<file path="config.mk">
export PLATFORM = sky130hd
export DESIGN_NAME = persp_matrix_load
export DESIGN_NICKNAME = d
export VERILOG_FILES = /design/src/persp_pkg.sv /design/src/persp_matrix_load.sv
export VERILOG_INCLUDE_DIRS = /design/src
export SDC_FILE = /design/constraint.sdc
export NUM_CORES = 1
export LEC_CHECK = 0
export ABC_AREA = 1
export BUFFER_PORTS_ARGS = -buffer_cell sky130_fd_sc_hd__buf_2
export CAP_MARGIN = 40
export CORE_AREA = 2 2 444 446
export DETAILED_ROUTE_END_ITERATION = 16
export DIE_AREA = 0 0 446 448
export GPL_ROUTABILITY_DRIVEN = 1
export SLEW_MARGIN = 15
export SYNTH_ARGS = -nofsm -noshare
export SYNTH_HDL_FRONTEND = slang
export SYNTH_SLANG_ARGS = --single-unit
</file>
<file path="constraint.sdc">
create_clock -name vclk -period 6.1
set_clock_uncertainty 0.15 [all_clocks]
set_input_delay 1.22 -clock vclk [all_inputs]
set_output_delay 1.22 -clock vclk [all_outputs]
set_load 0.005 [all_outputs]
</file>
<file path="src/persp_config.svh">
`ifndef PERSP_CONFIG_SVH
`define PERSP_CONFIG_SVH

// signed Q20.13 fixed point
`define PERSP_INT_W 20
`define PERSP_FRAC_W 13

// pixel coordinate width, 0..1023
`define PERSP_COORD_W 10

// target square runs 0..99 on both axes
`define PERSP_TGT_MAX 99

// elimination schedule length, last step loads the result
`define PERSP_STEPS 8

// 1.0 in Q20.13
`define PERSP_FIX_ONE 8192

`endif

</file>
<file path="src/persp_pkg.sv">
`default_nettype none

`include "persp_config.svh"

package persp_pkg;

    localparam int fix_w = `PERSP_INT_W + `PERSP_FRAC_W;

    typedef logic signed [fix_w-1:0] fix_t;
    typedef logic [`PERSP_COORD_W-1:0] coord_t;

    typedef struct packed {
        coord_t x;  // upper bits
        coord_t y;
    } corner_t;

    typedef struct packed {
        corner_t ul;
        corner_t ur;
        corner_t dr;
        corner_t dl;
    } quad_t;

    typedef struct packed {
        fix_t a;
        fix_t b;
        fix_t c;
        fix_t d;
        fix_t e;
        fix_t f;
        fix_t g;
        fix_t h;
    } coef_t;

    // live cells of the 8x9 augmented matrix only
    localparam int mat_n = 32;
    typedef fix_t elim_mat_t [mat_n];

    typedef logic [$clog2(`PERSP_STEPS)-1:0] step_t;

    localparam fix_t fix_one = fix_t'(`PERSP_FIX_ONE);
    localparam fix_t fix_max = {1'b0, {(fix_w-1){1'b1}}};
    localparam fix_t fix_min = {1'b1, {(fix_w-1){1'b0}}};

    // clamp value for an overflowed result of the given sign
    function automatic fix_t sat_limit(input logic neg);
        return neg ? fix_min : fix_max;
    endfunction

    // cell indices, mRC = row R, column C
    localparam int m00 = 0;
    localparam int m01 = 1;
    localparam int m10 = 2;
    localparam int m11 = 3;
    localparam int m20 = 4;
    localparam int m21 = 5;
    localparam int m30 = 6;
    localparam int m31 = 7;
    localparam int m26 = 8;
    localparam int m27 = 9;
    localparam int m36 = 10;
    localparam int m37 = 11;
    localparam int m43 = 12;
    localparam int m44 = 13;
    localparam int m53 = 14;
    localparam int m54 = 15;
    localparam int m63 = 16;
    localparam int m64 = 17;
    localparam int m73 = 18;
    localparam int m74 = 19;
    localparam int m56 = 20;
    localparam int m57 = 21;
    localparam int m66 = 22;
    localparam int m67 = 23;
    localparam int m08 = 24;  // column 8 is the right-hand side
    localparam int m18 = 25;
    localparam int m28 = 26;
    localparam int m38 = 27;
    localparam int m48 = 28;
    localparam int m58 = 29;
    localparam int m68 = 30;
    localparam int m78 = 31;

endpackage

`default_nettype wire

</file>
<file path="src/persp_matrix_load.sv">
`timescale 1ns/1ps
`default_nettype none

`include "persp_config.svh"

module persp_matrix_load (
    input  persp_pkg::quad_t     i_quad,
    output persp_pkg::elim_mat_t o_mat
);
    import persp_pkg::*;

    typedef logic signed [`PERSP_INT_W-1:0] int_t;

    localparam int_t tgt_max = int_t'(`PERSP_TGT_MAX);

    int_t ul_x, ul_y;
    int_t dl_dx, dl_dy;
    int_t dr_dx, dr_dy;
    int_t ur_dx, ur_dy;

    // integer field only, fraction stays zero
    function automatic fix_t to_fix(input int_t v);
        return {v, {`PERSP_FRAC_W{1'b0}}};
    endfunction

    function automatic int_t ext(input coord_t c);
        return int_t'(c);
    endfunction

    // -99 * coordinate
    function automatic int_t neg_tgt(input coord_t c);
        return -(tgt_max * ext(c));
    endfunction

    assign ul_x  = ext(i_quad.ul.x);
    assign ul_y  = ext(i_quad.ul.y);
    assign dl_dx = ext(i_quad.dl.x) - ul_x;
    assign dl_dy = ext(i_quad.dl.y) - ul_y;
    assign dr_dx = ext(i_quad.dr.x) - ul_x;
    assign dr_dy = ext(i_quad.dr.y) - ul_y;
    assign ur_dx = ext(i_quad.ur.x) - ul_x;
    assign ur_dy = ext(i_quad.ur.y) - ul_y;

    always_comb begin
        // rows 0..3
        o_mat[m00] = to_fix(ul_x);
        o_mat[m01] = to_fix(ul_y);
        o_mat[m10] = to_fix(dl_dx);
        o_mat[m11] = to_fix(dl_dy);
        o_mat[m20] = to_fix(dr_dx);
        o_mat[m21] = to_fix(dr_dy);
        o_mat[m30] = to_fix(ur_dx);
        o_mat[m31] = to_fix(ur_dy);
        o_mat[m26] = to_fix(neg_tgt(i_quad.dr.x));
        o_mat[m27] = to_fix(neg_tgt(i_quad.dr.y));
        o_mat[m36] = to_fix(neg_tgt(i_quad.ur.x));
        o_mat[m37] = to_fix(neg_tgt(i_quad.ur.y));
        // rows 4..7, same differences, other projective terms
        o_mat[m43] = to_fix(ul_x);
        o_mat[m44] = to_fix(ul_y);
        o_mat[m53] = to_fix(dl_dx);
        o_mat[m54] = to_fix(dl_dy);
        o_mat[m63] = to_fix(dr_dx);
        o_mat[m64] = to_fix(dr_dy);
        o_mat[m73] = to_fix(ur_dx);
        o_mat[m74] = to_fix(ur_dy);
        o_mat[m56] = to_fix(neg_tgt(i_quad.dl.x));
        o_mat[m57] = to_fix(neg_tgt(i_quad.dl.y));
        o_mat[m66] = to_fix(neg_tgt(i_quad.dr.x));
        o_mat[m67] = to_fix(neg_tgt(i_quad.dr.y));
        // target y column
        o_mat[m08] = '0;
        o_mat[m18] = '0;
        o_mat[m28] = to_fix(tgt_max);
        o_mat[m38] = to_fix(tgt_max);
        o_mat[m48] = '0;
        o_mat[m58] = to_fix(tgt_max);
        o_mat[m68] = to_fix(tgt_max);
        o_mat[m78] = '0;
    end

endmodule

`default_nettype wire

</file>
# --- Word-level counts from Yosys, hierarchy flattened ---
# Index checks and enable logic that the tools add are counted.
classes:
  n_addsub: 12
  mul: 6
ops:
  columns: ["operator", "n"]
  rows:
  - ["$mul A7 B10 Y17 const A", 6]
  - ["$neg A17 Y20", 5]
  - ["$sub A10 B10 Y11", 6]
  - ["$neg A20 Y20", 1]
totals:
  register_bits: 0
  elab_cells: 18
  out_inout_bits: 1056

# --- Logic depth before layout (Yosys ltp) ---
logic_depth:
  depth_word: 2
  depth_mapped: 24

# --- Least setup slack after synthesis ---
# OpenSTA, ideal clock, no wires.
synth_path:
  path_kind: "input-to-output"
  from: "input port i_quad[33] (netlist bit)"
  to: "output port o_mat[787] (netlist bit)"
  stages: 17
  t_arrival_ns: 4.539
  required_time_ns: 4.730
  path_slack_ns: 0.191
  cell_sequence: "inv_1 -> ha_1 -> inv_1 -> fa_1 -> inv_1 -> fa_1 -> inv_1 -> fa_1 -> inv_1 -> ha_1 -> a21o_1 -> a31oi_1 -> nand2_1 -> a21oi_1 -> o21bai_1 -> xor2_1 -> buf_4"
synth_rtl:
  columns: ["element", "line_no", "rtl"]
  rows:
  - ["start, declared", "persp_matrix_load.sv:7", "input persp_pkg::quad_t i_quad,"]
  - ["end, declared", "persp_matrix_load.sv:8", "output persp_pkg::elim_mat_t o_mat"]

==> flow_summary.yaml <==
logic_synthesis:
  synth_seq_area_share_pct: 0
  syn_inst: 2688
  synth.most_common_cell: "buf_4"
  yosys-top-cells-area: "buf_4 (34%), ha_1 (23%), inv_1 (9.7%)"
  synthDistinctLibCells: 40
  synth_top_area_share_pct: 33.6
  synth.avg_cell_area_um2: 7.28
  syn-cell-area_um2: 19600
  synth_common_cells: "buf_4 (876), inv_1 (504), ha_1 (366)"
  synth_warnings: 0
  synth_area_leader_cell: "buf_4"
finish:
  finalNonFillerCells: 5638
  drive_gt1_share_pct: 26.8
  nets: 3627
  seq_cell_count: 0
  nClkBuffers: 0
  ff_latch_area_um2: 0
  syn2layout_area_growth_pct: 18.4
min_path:
  min-delay-start: "i_quad[78]"
  min_path_type: "primary input to output port"
  hold_depth: 2
  hold_path_end: "o_mat[648]"
route:
  routed_wl_um: 74700
  drtIter0Drc: 681
  wire_per_inst_um: 13.3
  routed_via_density: 2.70
  dr_total_vias: 15200
  antenna_left: 0
  drt-pass1-iter-count: 6
  drc: 0
sta:
  relSlewSlack_pct: 48.2
  hold_viol: 0
  fmax_mhz: 166
  worst_slack_ps: 63.0
  post-route-min-period_ps: 6040
  tightest_slew_ps: 775
  grt_setup_unrepaired: "true"
  fin_tns_setup_ps: 0
  slew_violations: 0
  finalSetupViolations: 0
  period_share_pct: 99.0
  fin_hold_ws_ps: 2490
critical_path:
  slowest_delay_ps: 520
  crit_chain: "buf_2 -> buf_6 -> ha_4 -> fa_1 -> fa_1 -> inv_1 -> fa_1 -> ha_4 -> a21o_1 -> a21oi_4 -> o21ai_2 -> a21oi_1 -> xnor2_1 -> buf_4"
  path_max_fanout: 4
  crit_path_frequent_cell: "fa_1"
  start_kind: "primary input"
  critPathCaptureType: "output port"
  crit_family: "adder cells"
  critical_path_depth: 14
  cpMaxStageDelayCell: "fa_1"
  critPathBufInv: 4
  crit_type: "primary input to output port"
  crit_required_ps: 4730
  cp_data_arrival_time_ps: 4670
floorplanning:
  die_height_um: 448
  initial_core_util_pct: 10.1
  num_rows: 162
  core_area_um2: 195000
  die_area_um2: 200000
  top_level_ports: 1136
  die_x_um: 446
global_routing:
  antenna_found_initial: 14
  grt_pass1_vias: 12600
  grt_max_degree: 21
  grt-ovfl-total: 0
  grtUsageTotal_pct: 6.71
  grt_first_pass_wirelength_um: 94100
place:
  dp_cells: 5620
  io_buffers: 520
  place_congestion: 0.891
  hpwl_um: 69800
  dp_slack_ps: -236
status:
  outcome: "finished clean"
job:
  drv_cap: 0
-- how the worst max path moves through the flow --
stage / startpoint / end / slack (ps)
floorplan: i_quad[33] / o_mat[787] / 190
CTS: i_quad[32] / o_mat[787] / -20
global route: i_quad[32] / o_mat[786] / -60
finish: i_quad[32] / o_mat[786] / 60
detailed placement: i_quad[33] / o_mat[787] / -240
global placement: i_quad[34] / o_mat[787] / -200
-- cells by family after synthesis --
logic type | share of synthesized area (%)
AOI/OAI and AO/OA | 6.85
xor gates and xnor gates | 6.99
adders and majority gates | 32.5
buffers and inverters | 43.3
other | 0.0384
and+or+nand+nor | 10.3
-- cell usage in the layout, fill, tap and decap left out, drive strengths merged, types with 24 or more instances in the layout --
cell,n
inv,507
xor2,103
conb,616
ha,366
a21oi,126
fa,89
buf,657
xnor2,51
a21o,24
o21ai,63
nand2,269
nand3,67
nor2,81
-- metrics by stage --
stage               util, %  instance area [µm²]
finish                 11.9                23200
global route           11.9                23100
CTS                    11.5                22400
detailed placement     11.4                22200
global placement       11.4                22200
floorplan                 -                21900
-- timing repair --
| action | in CTS | in global routing |
|---|---|---|
| setup endpoints to repair | 40 | 76 |
| pin swaps | 14 | 65 |
| gates resized for setup | 37 | 148 |
| cloned | 0 | 0 |
| buffers inserted | 1 | 11 |
| hold buffers | 0 | 0 |
-- cell type report --
| class | instances | area (µm²) |
|---|---|---|
| diodes | 6 | 15.0 |
| fillers | 22600 | 171000 |
| inverters | 507 | 1910 |
| multi-input cells | 1919 | 14200 |
| well taps | 2542 | 3180 |
| repair buffers | 664 | 3850 |
-- per-layer routing --
metal	global-route usage (%)	part of all wire [%]	up-vias
li1	-	-	7633
met1	7.72	37	6969
met2	13.2	55	556
met3	1.02	5.9	45
met4	0.775	1.6	0
met5	0	0	-
